### config.mk
export PLATFORM = sky130hd
export DESIGN_NAME = mmu
export DESIGN_NICKNAME = d
export VERILOG_FILES = /design/src/hdl/mmuPkg.sv /design/src/hdl/accessCheck.sv /design/src/hdl/faultRegs.sv /design/src/hdl/mmu.sv /design/src/hdl/tableWalk.sv /design/src/hdl/tlbArray.sv
export VERILOG_INCLUDE_DIRS = /design/src /design/src/hdl
export SDC_FILE = /design/constraint.sdc
export NUM_CORES = 1
export LEC_CHECK = 0
export BUFFER_PORTS_ARGS = -buffer_cell sky130_fd_sc_hd__buf_2
export CAP_MARGIN = 10
export CORE_UTILIZATION = 50
export CTS_CLUSTER_DIAMETER = 50
export DETAILED_ROUTE_END_ITERATION = 7
export GPL_TIMING_DRIVEN = 0
export PLACE_DENSITY_LB_ADDON = 0.15
export SYNTH_ARGS = -nofsm -noshare
export SYNTH_HDL_FRONTEND = slang
export SYNTH_SLANG_ARGS = --single-unit
### constraint.sdc
create_clock -name clk -period 12.65 [get_ports clk]
set_input_delay 3.795 -clock clk [delete_from_list [all_inputs] [get_ports clk]]
set_output_delay 3.795 -clock clk [all_outputs]
set_load 0.005 [all_outputs]
### src/hdl/mmu_consts.svh
`ifndef MMU_CONSTS_SVH
`define MMU_CONSTS_SVH

// TLB depth
`define MMU_TLB_ENTRIES 16

// Virtual address split
// Section index sits in bits 31:20
`define MMU_SECT_INDEX_BITS 12
// Coarse table index sits in bits 19:12
`define MMU_PAGE_INDEX_BITS 8
// Small page offset
`define MMU_PAGE_OFFSET_BITS 12

// First-level descriptor type, bits 1:0
`define MMU_L1_TYPE_FAULT 2'b00
`define MMU_L1_TYPE_COARSE 2'b01
`define MMU_L1_TYPE_SECTION 2'b10

// Second-level descriptor type, bits 1:0
`define MMU_L2_TYPE_SMALL 2'b10

`endif

### src/hdl/mmuPkg.sv
`default_nettype none

package mmuPkg;

  // Fault status codes
  // Listed from highest to lowest priority
  typedef enum logic [3:0] {
    NO_FAULT    = 4'b0000,
    ALIGN       = 4'b0001,
    SECT_TRANS  = 4'b0101,
    PAGE_TRANS  = 4'b0111,
    SECT_DOMAIN = 4'b1001,
    PAGE_DOMAIN = 4'b1011,
    SECT_PERM   = 4'b1101,
    PAGE_PERM   = 4'b1111
  } faultCode;

  // Access permission field
  // S and R control bits are taken as zero
  typedef enum logic [1:0] {
    AP_NONE    = 2'b00,
    AP_SUPER   = 2'b01,
    AP_USER_RO = 2'b10,
    AP_FULL    = 2'b11
  } apType;

  // One cached translation
  // Sections only use virtTag[19:8]
  typedef struct packed {
    logic        valid;
    logic        isSection;
    logic [19:0] virtTag;
    logic [19:0] physFrame;
    logic [3:0]  domain;
    apType       ap;
  } tlbEntry;

endpackage

`default_nettype wire

### src/hdl/accessCheck.sv
`timescale 1ns/1ps
`default_nettype none

module accessCheck (
  input  logic [1:0]       cpuAddr,
  input  logic             wordAccess,
  input  logic             supMode,
  input  logic             cpuWrite,
  input  logic             hit,
  input  mmuPkg::tlbEntry  hitEntry,
  input  logic [31:0]      domainAccess,
  output logic             checkFault,
  output mmuPkg::faultCode checkCode
);

  import mmuPkg::*;

  logic [1:0] domainField;
  logic       misaligned;
  logic       domainFault;
  logic       permFault;

  // Two bits of domainAccess per domain
  assign domainField = domainAccess[{hitEntry.domain, 1'b0} +: 2];

  // Word accesses need both low address bits clear
  assign misaligned = wordAccess && (cpuAddr != 2'b00);

  // Domain and permission decode
  always_comb begin
    domainFault = 1'b0;
    permFault   = 1'b0;
    case (domainField)
      // Manager, no permission check
      2'b11: begin
        domainFault = 1'b0;
      end
      // Client, AP decides
      2'b01: begin
        case (hitEntry.ap)
          AP_NONE:    permFault = 1'b1;
          AP_SUPER:   permFault = !supMode;
          AP_USER_RO: permFault = !supMode && cpuWrite;
          AP_FULL:    permFault = 1'b0;
          default:    permFault = 1'b1;
        endcase
      end
      // No access or reserved
      default: begin
        domainFault = 1'b1;
      end
    endcase
  end

  // Priority: alignment, domain, permission
  always_comb begin
    checkFault = 1'b0;
    checkCode  = NO_FAULT;
    if (misaligned) begin
      // Needs no translation
      checkFault = 1'b1;
      checkCode  = ALIGN;
    end else if (hit && domainFault) begin
      checkFault = 1'b1;
      checkCode  = hitEntry.isSection ? SECT_DOMAIN : PAGE_DOMAIN;
    end else if (hit && permFault) begin
      checkFault = 1'b1;
      checkCode  = hitEntry.isSection ? SECT_PERM : PAGE_PERM;
    end
  end

endmodule

`default_nettype wire

### src/hdl/faultRegs.sv
`timescale 1ns/1ps
`default_nettype none

module faultRegs (
  input  logic             clk,
  input  logic             rst,
  input  logic             abortPulse,
  input  mmuPkg::faultCode abortCode,
  input  logic [3:0]       abortDomain,
  input  logic [31:0]      cpuAddr,
  output logic [31:0]      fsr,
  output logic [31:0]      far
);

  // Only the low byte of the FSR is ever written
  logic [7:0]  fsrLow;
  logic [31:0] farReg;

  // Capture on the abort cycle, readable the cycle after
  always_ff @(posedge clk) begin
    if (rst) begin
      fsrLow <= '0;
      farReg <= '0;
    end else if (abortPulse) begin
      // Domain in 7:4, status in 3:0
      fsrLow <= {abortDomain, abortCode};
      // Faulting virtual address
      farReg <= cpuAddr;
    end
  end

  // Upper FSR bits read as zero
  assign fsr = {24'b0, fsrLow};
  assign far = farReg;

endmodule

`default_nettype wire

### src/hdl/mmu.sv
`timescale 1ns/1ps
`include "mmu_consts.svh"
`default_nettype none

module mmu (
  input  logic        clk,
  input  logic        rst,
  input  logic [31:0] control,
  input  logic [31:0] domainAccess,
  input  logic [17:0] tBase,
  input  logic        tlbFlush,
  input  logic        cpuReq,
  input  logic        cpuWrite,
  input  logic [31:0] cpuAddr,
  input  logic        wordAccess,
  input  logic        supMode,
  input  logic        dataAccess,
  input  logic        busReady,
  input  logic [31:0] busRData,
  output logic        cpuReady,
  output logic        busReq,
  output logic        busWrite,
  output logic [31:0] busAddr,
  output logic        prefetchAbort,
  output logic        dataAbort,
  output logic [31:0] fsr,
  output logic [31:0] far
);

  import mmuPkg::*;

  localparam int SECT_OFF = 32 - `MMU_SECT_INDEX_BITS;
  localparam int FRAME_LO = 20 - `MMU_SECT_INDEX_BITS;

  logic        enable;
  logic        hit;
  tlbEntry     hitEntry;
  logic        checkFault;
  faultCode    checkCode;
  logic        walkActive;
  logic [31:0] walkAddr;
  logic        tlbWe;
  tlbEntry     tlbFillEntry;
  logic        abortPulse;
  faultCode    abortCode;
  logic [3:0]  abortDomain;
  logic [31:0] physAddr;

  // Translation on when control[0] is set
  assign enable = control[0];

  tlbArray #(.ENTRIES(`MMU_TLB_ENTRIES)) tlb0 (
    .clk      (clk),
    .rst      (rst),
    .flush    (tlbFlush),
    .we       (tlbWe),
    .fillEntry(tlbFillEntry),
    .virtAddr (cpuAddr),
    .hit      (hit),
    .hitEntry (hitEntry)
  );

  accessCheck check0 (
    .cpuAddr     (cpuAddr[1:0]),
    .wordAccess  (wordAccess),
    .supMode     (supMode),
    .cpuWrite    (cpuWrite),
    .hit         (hit),
    .hitEntry    (hitEntry),
    .domainAccess(domainAccess),
    .checkFault  (checkFault),
    .checkCode   (checkCode)
  );

  tableWalk walk0 (
    .clk          (clk),
    .rst          (rst),
    .enable       (enable),
    .cpuReq       (cpuReq),
    .cpuAddr      (cpuAddr),
    .dataAccess   (dataAccess),
    .tBase        (tBase),
    .hit          (hit),
    .checkFault   (checkFault),
    .checkCode    (checkCode),
    .busReady     (busReady),
    .busRData     (busRData),
    .walkActive   (walkActive),
    .walkAddr     (walkAddr),
    .tlbWe        (tlbWe),
    .tlbFillEntry (tlbFillEntry),
    .abortPulse   (abortPulse),
    .abortCode    (abortCode),
    .prefetchAbort(prefetchAbort),
    .dataAbort    (dataAbort)
  );

  // Hit faults carry the entry domain, walk faults the descriptor domain
  assign abortDomain = hit ? hitEntry.domain : tlbFillEntry.domain;

  faultRegs fault0 (
    .clk        (clk),
    .rst        (rst),
    .abortPulse (abortPulse),
    .abortCode  (abortCode),
    .abortDomain(abortDomain),
    .cpuAddr    (cpuAddr),
    .fsr        (fsr),
    .far        (far)
  );

  // Section keeps 20 offset bits, small page 12
  assign physAddr = hitEntry.isSection ?
    {hitEntry.physFrame[19:FRAME_LO], cpuAddr[SECT_OFF-1:0]} :
    {hitEntry.physFrame, cpuAddr[`MMU_PAGE_OFFSET_BITS-1:0]};

  // Bus mux: bypass, walker, abort, translated CPU
  always_comb begin
    busReq   = 1'b0;
    busWrite = 1'b0;
    busAddr  = cpuAddr;
    cpuReady = 1'b0;
    if (!enable) begin
      busReq   = cpuReq;
      busWrite = cpuWrite;
      cpuReady = busReady;
    end else if (walkActive) begin
      // Descriptor reads only
      busReq  = 1'b1;
      busAddr = walkAddr;
    end else if (abortPulse) begin
      // Faulted access ends with no bus traffic
      cpuReady = 1'b1;
    end else if (hit) begin
      busReq   = cpuReq;
      busWrite = cpuWrite;
      busAddr  = physAddr;
      cpuReady = busReady;
    end
  end

endmodule

`default_nettype wire

### src/hdl/tableWalk.sv
`timescale 1ns/1ps
`include "mmu_consts.svh"
`default_nettype none

module tableWalk (
  input  logic             clk,
  input  logic             rst,
  input  logic             enable,
  input  logic             cpuReq,
  input  logic [31:0]      cpuAddr,
  input  logic             dataAccess,
  input  logic [17:0]      tBase,
  input  logic             hit,
  input  logic             checkFault,
  input  mmuPkg::faultCode checkCode,
  input  logic             busReady,
  input  logic [31:0]      busRData,
  output logic             walkActive,
  output logic [31:0]      walkAddr,
  output logic             tlbWe,
  output mmuPkg::tlbEntry  tlbFillEntry,
  output logic             abortPulse,
  output mmuPkg::faultCode abortCode,
  output logic             prefetchAbort,
  output logic             dataAbort
);

  import mmuPkg::*;

  localparam int SECT_LO = 32 - `MMU_SECT_INDEX_BITS;
  localparam int PAGE_LO = 20 - `MMU_PAGE_INDEX_BITS;

  typedef enum logic [2:0] {
    IDLE,
    L1_FETCH,
    L2_FETCH,
    FILL,
    ABORT
  } walkState;

  walkState    state;
  faultCode    walkCode;
  tlbEntry     fillEntry;
  // Coarse table base from the first-level descriptor
  logic [21:0] coarseBase;
  logic [1:0]  descType;
  logic        checkAbort;
  logic        startWalk;

  assign descType = busRData[1:0];

  // Check faults abort straight from idle, no walk
  assign checkAbort = (state == IDLE) && enable && cpuReq && checkFault;
  // Clean miss starts the walk
  assign startWalk = (state == IDLE) && enable && cpuReq && !hit && !checkFault;

  // Walk FSM
  always_ff @(posedge clk) begin
    if (rst) begin
      state    <= IDLE;
      walkCode <= NO_FAULT;
    end else begin
      case (state)
        IDLE: begin
          if (startWalk) begin
            state <= L1_FETCH;
          end
        end
        // Held here until the bus answers
        L1_FETCH: begin
          if (busReady) begin
            if (descType == `MMU_L1_TYPE_SECTION) begin
              state <= FILL;
            end else if (descType == `MMU_L1_TYPE_COARSE) begin
              state <= L2_FETCH;
            end else begin
              // Fault and fine descriptors both end the walk
              state    <= ABORT;
              walkCode <= SECT_TRANS;
            end
          end
        end
        L2_FETCH: begin
          if (busReady) begin
            if (descType == `MMU_L2_TYPE_SMALL) begin
              state <= FILL;
            end else begin
              state    <= ABORT;
              walkCode <= PAGE_TRANS;
            end
          end
        end
        // One write cycle, then the CPU access looks up again
        FILL: state <= IDLE;
        ABORT: state <= IDLE;
        default: state <= IDLE;
      endcase
    end
  end

  // Descriptor capture
  always_ff @(posedge clk) begin
    if (state == L1_FETCH && busReady) begin
      coarseBase          <= busRData[31:10];
      fillEntry.valid     <= 1'b1;
      fillEntry.isSection <= (descType == `MMU_L1_TYPE_SECTION);
      fillEntry.virtTag   <= cpuAddr[31:12];
      // Section base in 31:20, low frame bits unused
      fillEntry.physFrame <= {busRData[31:20], 8'b0};
      fillEntry.domain    <= busRData[8:5];
      fillEntry.ap        <= apType'(busRData[11:10]);
    end
    // Small page keeps the domain of its first-level entry
    if (state == L2_FETCH && busReady) begin
      fillEntry.physFrame <= busRData[31:12];
      // AP0 stands for all four subpages
      fillEntry.ap        <= apType'(busRData[5:4]);
    end
  end

  // Descriptor address
  always_comb begin
    if (state == L2_FETCH) begin
      walkAddr = {coarseBase, cpuAddr[19:PAGE_LO], 2'b00};
    end else begin
      walkAddr = {tBase, cpuAddr[31:SECT_LO], 2'b00};
    end
  end

  // Bus owned only in the fetch states
  assign walkActive   = (state == L1_FETCH) || (state == L2_FETCH);
  assign tlbWe        = (state == FILL);
  assign tlbFillEntry = fillEntry;

  // Abort comes from the check in idle or from the walk one cycle later
  assign abortPulse = checkAbort || (state == ABORT);
  assign abortCode  = (state == ABORT) ? walkCode : checkCode;

  // Instruction fetches report prefetch aborts
  assign prefetchAbort = abortPulse && !dataAccess;
  assign dataAbort     = abortPulse && dataAccess;

endmodule

`default_nettype wire

### src/hdl/tlbArray.sv
`timescale 1ns/1ps
`include "mmu_consts.svh"
`default_nettype none

module tlbArray #(
  parameter int ENTRIES = `MMU_TLB_ENTRIES
) (
  input  logic            clk,
  input  logic            rst,
  input  logic            flush,
  input  logic            we,
  input  mmuPkg::tlbEntry fillEntry,
  input  logic [31:0]     virtAddr,
  output logic            hit,
  output mmuPkg::tlbEntry hitEntry
);

  import mmuPkg::*;

  localparam int PTR_W = (ENTRIES > 1) ? $clog2(ENTRIES) : 1;
  localparam int SECT_LO = 20 - `MMU_SECT_INDEX_BITS;
  localparam int ADDR_SECT_LO = 32 - `MMU_SECT_INDEX_BITS;

  // Entry payloads, with the valid bits held in their own vector
  tlbEntry            entries [ENTRIES];
  logic [ENTRIES-1:0] validBits;
  logic [PTR_W-1:0]   victim;
  logic [ENTRIES-1:0] matchVec;

  // Valid bits and round-robin victim pointer
  always_ff @(posedge clk) begin
    if (rst) begin
      validBits <= '0;
      victim    <= '0;
    end else begin
      // Flush wins over a fill in the same cycle
      if (flush) begin
        validBits <= '0;
      end else if (we) begin
        validBits[victim] <= fillEntry.valid;
      end
      if (we) begin
        victim <= (victim == PTR_W'(ENTRIES - 1)) ? '0 : victim + 1'b1;
      end
    end
  end

  // Entry payload written at the victim slot
  always_ff @(posedge clk) begin
    if (we) begin
      entries[victim] <= fillEntry;
    end
  end

  // Per-entry compare
  // Sections match 12 tag bits, small pages all 20
  always_comb begin
    for (int i = 0; i < ENTRIES; i++) begin
      if (entries[i].isSection) begin
        matchVec[i] = validBits[i] &&
          (entries[i].virtTag[19:SECT_LO] == virtAddr[31:ADDR_SECT_LO]);
      end else begin
        matchVec[i] = validBits[i] && (entries[i].virtTag == virtAddr[31:12]);
      end
    end
  end

  // Lowest matching index drives the hit
  always_comb begin
    hit      = 1'b0;
    hitEntry = '0;
    for (int i = ENTRIES - 1; i >= 0; i--) begin
      if (matchVec[i]) begin
        hit      = 1'b1;
        hitEntry = entries[i];
      end
    end
    // Valid flag reflects the lookup itself
    hitEntry.valid = hit;
  end

endmodule

`default_nettype wire

==> results of run 1 <==
==> layout by cell type (no fill, tap or decap), types with 45 or more instances in the layout <==
| cell | count |
|---|---|
| dfxtp_1 | 65 |
| nand4_1 | 71 |
| o21ai_0 | 59 |
| o211ai_1 | 47 |
| nand3_1 | 99 |
| clkbuf_1 | 86 |
| clkbuf_16 | 100 |
| nand2_1 | 190 |
| nor3_1 | 82 |
| buf_4 | 71 |
| xnor2_1 | 218 |
| buf_2 | 204 |
| edfxtp_1 | 821 |
| buf_6 | 47 |
| xor2_1 | 106 |
| a221oi_1 | 45 |
| a21oi_1 | 79 |
| nor2_1 | 144 |
==> worst register-to-register path, delay by kind of cell, from the launching register on <==
family                 cells  cell delay [ns]
AO/OA/AOI/OAI             10             2.98
AND/OR/NAND/NOR            4             1.66
flip-flops                 1             0.43
buffers and inverters      1             0.19
XOR/XNOR                   1             0.17
==> registers in the layout, summed over array words and instances (netlist names) <==
register / cells
tlb0.entries: 752
walk0.coarseBase: 22
walk0.tlbFillEntry: 47
fault0.fsrLow: 8
tlb0.victim: 4
tlb0.validBits: 16
fault0.far: 32
walk0.walkCode: 2
walk0.state: 3
==> cell families after synthesis <==
kind of cell | count (synthesis)
flip-flops | 886
AND/OR/NAND/NOR | 837
AO/OA/AOI/OAI | 578
XOR/XNOR | 327
buffers and inverters | 229
multiplexers | 31
adder cells (fa/ha/maj) | 6
other | 1
==> per-stage QoR <==
stage | area (um^2) | utilization (%) | TNS [ns] | hold WS, ns
2_1_floorplan | 38800 | - | 0 | 0.437
3_3_place_gp | 41100 | 53.8 | -61.94 | 0.439
3_5_place_dp | 41900 | 54.9 | -50.83 | 0.443
4_1_cts | 46200 | 60.5 | 0 | 0.449
5_1_grt | 47000 | 61.5 | -0.201 | 0.463
6_report | 47000 | 61.6 | 0 | 0.449
==> repair_timing <==
item,CTS,global route
pin swaps,33,26
buffers inserted,18,24
cloned,1,2
setup endpoints to repair,25,25
resized for setup,220,121
==> per-layer routing <==
layer  vias up  GRT usage (%)  share of wire [%]
met5         -              0              0.026
met4         4           13.1                3.6
met3       239           5.43                 10
met2      1664           51.5                 47
met1     13900           45.2                 40
li1      12000              -                  -
==> area by class of cell <==
type                       instances  area [um^2]
fill                            5804        29300
sequential                       886        26000
multi-input combinational       1803        13100
clock buffer                     129         2680
timing repair buffer             291         2130
tap                             1030         1290
buffer                           168         1180
clock inverter                    49          498
inverter                          41          154
antenna                            2         5.00
==> worst min path at each step <==
stage | startpoint | end | slack, ns
after global routing | fault0.far[20]$_SDFFE_PP0P_ | fault0.far[20]$_SDFFE_PP0P_ | 0.46
after global placement | fault0.far[12]$_SDFFE_PP0P_ | fault0.far[12]$_SDFFE_PP0P_ | 0.44
after CTS | fault0.far[20]$_SDFFE_PP0P_ | fault0.far[20]$_SDFFE_PP0P_ | 0.45
after floorplan | walk0.walkCode[0]$_SDFFE_PP0P_ | walk0.walkCode[0]$_SDFFE_PP0P_ | 0.44
after detailed placement | fault0.far[20]$_SDFFE_PP0P_ | fault0.far[20]$_SDFFE_PP0P_ | 0.44
final | fault0.far[20]$_SDFFE_PP0P_ | fault0.far[20]$_SDFFE_PP0P_ | 0.45
==> power breakdown <==
| group | leakage [uW] | switching (uW) | internal, uW |
|---|---|---|---|
| clock network | 0.00157 | 1170 | 1660 |
| logic | 0.00626 | 179 | 111 |
| registers | 0.00786 | 42.7 | 3210 |
==> metrics.csv, run 1 <==
stage,metric,value,unit
run_status,status,"finished, final reports clean",
synth,"count leader, synth",edfxtp_1,
final_layout,final net count,3447,
die,chip width,280,um
power,Design Power,6370,uW
synth,Async SR Flop Fraction,0,%
run,maxcap violations,0,
clock_tree,clk slew on worst S/H paths,0.06,ns
power,P per Cell Area,135,mW/mm^2
worst_setup_path,slowest stage cell on the critical path,nor4_4,
final_layout,Area Overhead vs Synth,21.4,%
die,die area,0.0785,mm^2
worst_setup_path,CP arrival,8.83,ns
synth,Post-synth top cells,"edfxtp_1, xnor2_1, nand2_1",
global_routing,Congestion Overflow GR,0,
worst_setup_path,CP Data Required Time,8.85,ns
die,core area,0.0763,mm^2
min_path,worst hold path type,reg -> reg,
global_routing,GRT Overall Usage,32.7,%
timing,measured slew at the worst slew-check pin,1.07,ns
timing,fin crit share,99.8,%
global_routing,first-pass GRT wire length,184,mm
detailed_routing,Vias,27800,
worst_setup_path,Critical Path Start,cpuAddr[18],
die,IO Pins,256,
placed_design,PortBufs,196,
clock_tree,CTS tree,done,
detailed_routing,total iterations of the first detailed-routing run,6,
power,P_leak,0.0157,uW
timing,Final Setup Violations,0,
power,worst vdd ir,0.0000916,V
synth,main combinational cell family by area after synthesis,compound AO/OA/AOI/OAI gates,
timing,endpoints failing hold,0,
synth,post-synthesis adder-cell area fraction,0.194,%
timing,RSZ-0062 raised after global routing,yes,
worst_setup_path,Register-to-Register Path Depth,16,
synth,Synth cell types,92,
global_routing,initial antenna violation count,8,
synth,mux cell area share after synthesis,0.814,%
worst_setup_path,FF-to-FF Start,tlb0.entries[14][38]$_DFFE_PP_,
min_path,Hold Crit Depth,2,
global_routing,largest net degree at the start of global routing,48,
worst_setup_path,CP Capture Point,busAddr[24],
die,Core Rows,101,
worst_setup_path,CP Launch Type,input pin,
synth,Yosys warnings,0,
final_layout,fraction of layout cells with a size suffix above 1,21.5,%
detailed_routing,Residual DRC,0,
worst_setup_path,CP Capture Type,output port,
clock_tree,TritonCTS Buffers,95,
worst_setup_path,R2R setup slack,7.11,ns
timing,f_max,79.2,MHz
worst_setup_path,reg2reg end,fault0.fsrLow[3]$_SDFFE_PP0P_,
clock_tree,CTS sink count,886,
clock_tree,CTS root buffer,clkbuf_16,
worst_setup_path,Crit Path Max Fanout,11,
clock_tree,Hold Buf Count CTS,0,
synth,synthesized area per cell,13.4,um^2
die,die height,280,um
worst_setup_path,critical path class,in -> out,
synth,sequential area share after synthesis,67.0,%
synth,Synth area leader,edfxtp_1,
detailed_routing,Detail Route Antenna Nets,0,
detailed_routing,final WL,129,mm
timing,Period minus WS final,12.62,ns
worst_setup_path,CP Depth,19,
clock_tree,Clock Tree Buf Depth,3,
synth,Synth Flop Type,edfxtp_1,
worst_setup_path,Buffers & Inverters on Critical Path,5,
synth,Mapped Area,0.0387,mm^2
final_layout,"non-filler cells, final",4399,
synth,share of the synthesized area in the top cell type,63.7,%
synth,xor and xnor area share after synthesis,7.40,%
detailed_routing,DRT iter0 DRCs,3559,
synth,Syn Inst Count,2895,
synth,synth top area cells,"edfxtp_1, xnor2_1, dfxtp_1, xor2_1, nand2_1",
detailed_routing,DR WL/cell,29.4,um
die,Initial Utilization,50.7,%
placed_design,Place WS,-2.37,ns
timing,Rel. slew slack,28.1,%
timing,Final Max Slew Viols,0,
clock_tree,H-tree Lvls,3,
worst_setup_path,Crit path max-delay family,compound AO/OA/AOI/OAI gates,
synth,"flops & latches, synth",886,
placed_design,dpl cells,4193,
detailed_routing,vias per inst,6.32,
synth,Post-Synth Simple-Gate Area,10.9,%
synth,number of synthesized flops with an enable pin,821,
synth,Synth Area in Compound Gates,10.9,%
placed_design,Post-DP HPWL,89.3,mm
worst_setup_path,max incr delay on CP,0.50,ns
timing,slack of the critical path,0.0298,ns
clock_tree,worst-skew pair later-pin latency,0.65,ns
timing,clk_skew,0.0133,ns
global_routing,vias in the first global route,26700,
worst_setup_path,CP Cell Sequence,buf_2 -> buf_6 -> xor2_1 -> nor4_4 -> a21oi_4 -> or2_1 -> a311o_1 -> a31oi_4 -> mux2i_1 -> a221o_1 -> or3_4 -> a31o_1 -> o32a_1 -> a31oi_4 -> buf_6 -> clkbuf_16 -> nor3_1 -> nor3_1 -> buf_2,
placed_design,Placer Congestion,0.984,
(Power assumes the default switching activity.)
==> run 2: changes to the inputs <==
- CORE_UTILIZATION: 50 -> 40
==> run 2 against run 1 <==
Net effect:
- the run now ends with setup timing left
- non-clock buffer count up 5
- clock skew grew 0.018 ns
- highest routed layer is now met4
- critical path depth increased by 2
- sequential power hardly changed
- largest cell class unchanged
==> metrics.csv, run 2 (synthesized netlist as in run 1, its figures left out) <==
stage,metric,value,unit,change
run_status,status,"finished, violations left",,
run_status,failing checks,setup timing,,
clock_tree,H-tree Lvls,3,,unchanged
worst_setup_path,CP Capture Type,output port,,
worst_setup_path,FF-to-FF Start,tlb0.entries[14][42]$_DFFE_PP_,,
placed_design,placed inst area,0.0422,mm^2,+0.80%
global_routing,largest net degree at the start of global routing,40,,-17%
final_layout,Largest Register,tlb0.entries,,
power,Gate power share,4.7,%,about the same
global_routing,GRT Overall Usage,26.7,%,-6.0 points
clock_tree,CTS sink count,886,,unchanged
power,P_leak,0.0158,uW,+0.53%
timing,Fin Hold WS,0.447,ns,-0.00245 ns
detailed_routing,DR WL/cell,28.6,um,-2.4%
global_routing,first-pass GRT wire length,189,mm,+2.6%
power,clock share of power,45.2,%,+0.8 points
timing,measured slew at the worst slew-check pin,1.22,ns,+0.147 ns
min_path,worst hold path type,reg -> reg,,
timing,f_max,79.0,MHz,-0.31%
timing,endpoints failing hold,0,,unchanged
final_layout,# fillers,8222,,+42%
run,maxcap violations,0,,unchanged
global_routing,initial antenna violation count,6,,-2
timing,fin crit share,100,%,+0.32 points
final_layout,Area Overhead vs Synth,23.0,%,
worst_setup_path,CP Launch Type,input pin,,
power,Design Power,6480,uW,+1.9%
clock_tree,worst-skew pair later-pin latency,0.69,ns,+0.04 ns
timing,Final Max Slew Viols,0,,unchanged
timing,RSZ-0062 raised after global routing,yes,,
clock_tree,CTS tree,done,,
detailed_routing,Vias,27600,,-0.61%
power,Internal Power,5030,uW,+1.2%
die,chip width,313,um,+12%
power,P_sw,1450,uW,+4.5%
detailed_routing,vias per inst,5.94,,-5.9%
clock_tree,Hold Buf Count CTS,0,,unchanged
final_layout,most frequent cells in the layout,"edfxtp_1, xnor2_1, buf_2, nand2_1, nor2_1",,
clock_tree,clk slew on worst S/H paths,0.06,ns,about the same
global_routing,vias in the first global route,26500,,-0.56%
worst_setup_path,Crit Path Max Fanout,10,,-1
global_routing,Congestion Overflow GR,0,,unchanged
final_layout,final net count,3459,,+0.35%
min_path,hold_sp,fault0.far[19]$_SDFFE_PP0P_,,
timing,Rel. slew slack,18.5,%,-9.6 points
final_layout,"commonest non-fill, non-tap cell in the layout",edfxtp_1,,
timing,clk_skew,0.0310,ns,+0.0177 ns
power,P per Cell Area,136,mW/mm^2,+0.48%
detailed_routing,final WL,133,mm,+3.1%
detailed_routing,Residual DRC,0,,unchanged
placed_design,PortBufs,196,,unchanged
timing,Period minus WS final,12.66,ns,+0.0399 ns
final_layout,post-route cell area,0.0476,mm^2,+1.4%
clock_tree,CTS root buffer,clkbuf_16,,
placed_design,Placer Congestion,0.949,,-3.5%
placed_design,Place WS,-2.80,ns,-0.434 ns
die,IO Pins,256,,unchanged
timing,Final Setup Violations,1,,+1
die,die height,313,um,+12%
worst_setup_path,Critical Path Start,cpuAddr[22],,
power,sequential power share,50.1,%,-0.9 points
final_layout,max reg flops,752,,unchanged
worst_setup_path,CP arrival,8.87,ns,+0.04 ns
worst_setup_path,critical path class,in -> out,,
die,die area,0.0980,mm^2,+25%
power,Sw Share,22.4,%,+0.55 points
timing,slack of the critical path,-0.0101,ns,-0.0399 ns
die,core area,0.0954,mm^2,+25%
die,Core Rows,113,,+12%
timing,post-route setup TNS,-0.0101,ns,-0.0101 ns
die,Initial Utilization,40.6,%,-10 points
worst_setup_path,CP Data Required Time,8.85,ns,about the same
detailed_routing,total iterations of the first detailed-routing run,8,,+2
detailed_routing,DRT iter0 DRCs,3127,,-12%
clock_tree,TritonCTS Buffers,102,,+7.4%
power,worst vdd ir,0.000116,V,+26%
placed_design,Post-DP HPWL,92.2,mm,+3.2%
clock_tree,Clock Tree Buf Depth,3,,unchanged
detailed_routing,Detail Route Antenna Nets,0,,unchanged
final_layout,fraction of layout cells with a size suffix above 1,21.6,%,+0.14 points
[run 2: changes by cell type in the layout (fill, tap and decap cells not counted), moves of 7 or more]
cell	previous run	this run
clkbuf_1	86	102
nor3_1	82	67
nor3_2	10	24
clkinv_2	21	10
clkinv_1	5	15
buf_2	204	197
[run 2: worst max-delay path, stage by stage]
cell and delay (ns):
buf_2 0.13, buf_12 0.14, buf_4 0.13, buf_6 0.20, xnor2_1 0.26, nand3_1 0.19, nor4_1 0.59, o211ai_1 0.21
a311o_1 0.43, a31oi_4 0.39, mux2i_1 0.16, a221o_1 0.30, or3_4 0.37, a31o_1 0.21, o32a_1 0.24, a31oi_4 0.31
buf_6 0.21, buf_4 0.14, nor3b_2 0.21, nor3_2 0.08, buf_2 0.13
[run 2: metrics by stage]
step	utilization (%)	std cells
5_1_grt	49.9	4647
6_report	49.9	4648
4_1_cts	49.1	4634
3_5_place_dp	44.3	4428
3_3_place_gp	43.3	4379
2_1_floorplan	-	2918
[run 2: layout make-up]
cell class	count	area (um^2)	area share (%)
Sequential cell	886	26000	54.5
Antenna cell	1	2.50	0.00525
Clock inverter	53	566	1.19
Buffer	170	1190	2.49
Multi-Input combinational cell	1803	13200	27.7
Tap cell	1265	1580	3.32
Inverter	41	154	0.323
Timing Repair Buffer	294	2220	4.67
Clock buffer	135	2760	5.79
[run 2: power by group through the flow]
stage | Clock (uW) | Sequential [uW] | Combinational [uW]
6_report | 2930 | 3250 | 303
5_1_grt | 3070 | 3250 | 321
4_1_cts | 2960 | 3250 | 284
3_5_place_dp | 0 | 3310 | 263
3_3_place_gp | 0 | 3310 | 257
2_1_floorplan | 0 | 3280 | 148
[run 2: path summary, 6_finish.rpt]
| check | endpoint | slack [ns] | depth (start not counted) |
|---|---|---|---|
| worst max-delay path | busAddr[23] | -0.01 | 21 |
| worst min-delay path | fault0.far[19]$_SDFFE_PP0P_ | 0.45 | 2 |
| worst max register to register | fault0.fsrLow[3]$_SDFFE_PP0P_ | 7.00 | 16 |
| worst min register to register | fault0.far[19]$_SDFFE_PP0P_ | 0.45 | 2 |
[run 2: timing repair]
action,CTS,global route
pin swaps,32,50
setup buffers,29,16
setup endpoints to repair,25,25
cloned,3,1
resized for setup,230,131
[run 2: layer usage]
metal  part of all wire [%]  global-route usage, %  vias up
met2                     47                   42.9     1344
met1                     41                   36.2    14000
li1                       -                      -    12000
met3                    8.1                   4.29      236
met5                      0                      0        -
met4                    3.4                   10.2        0
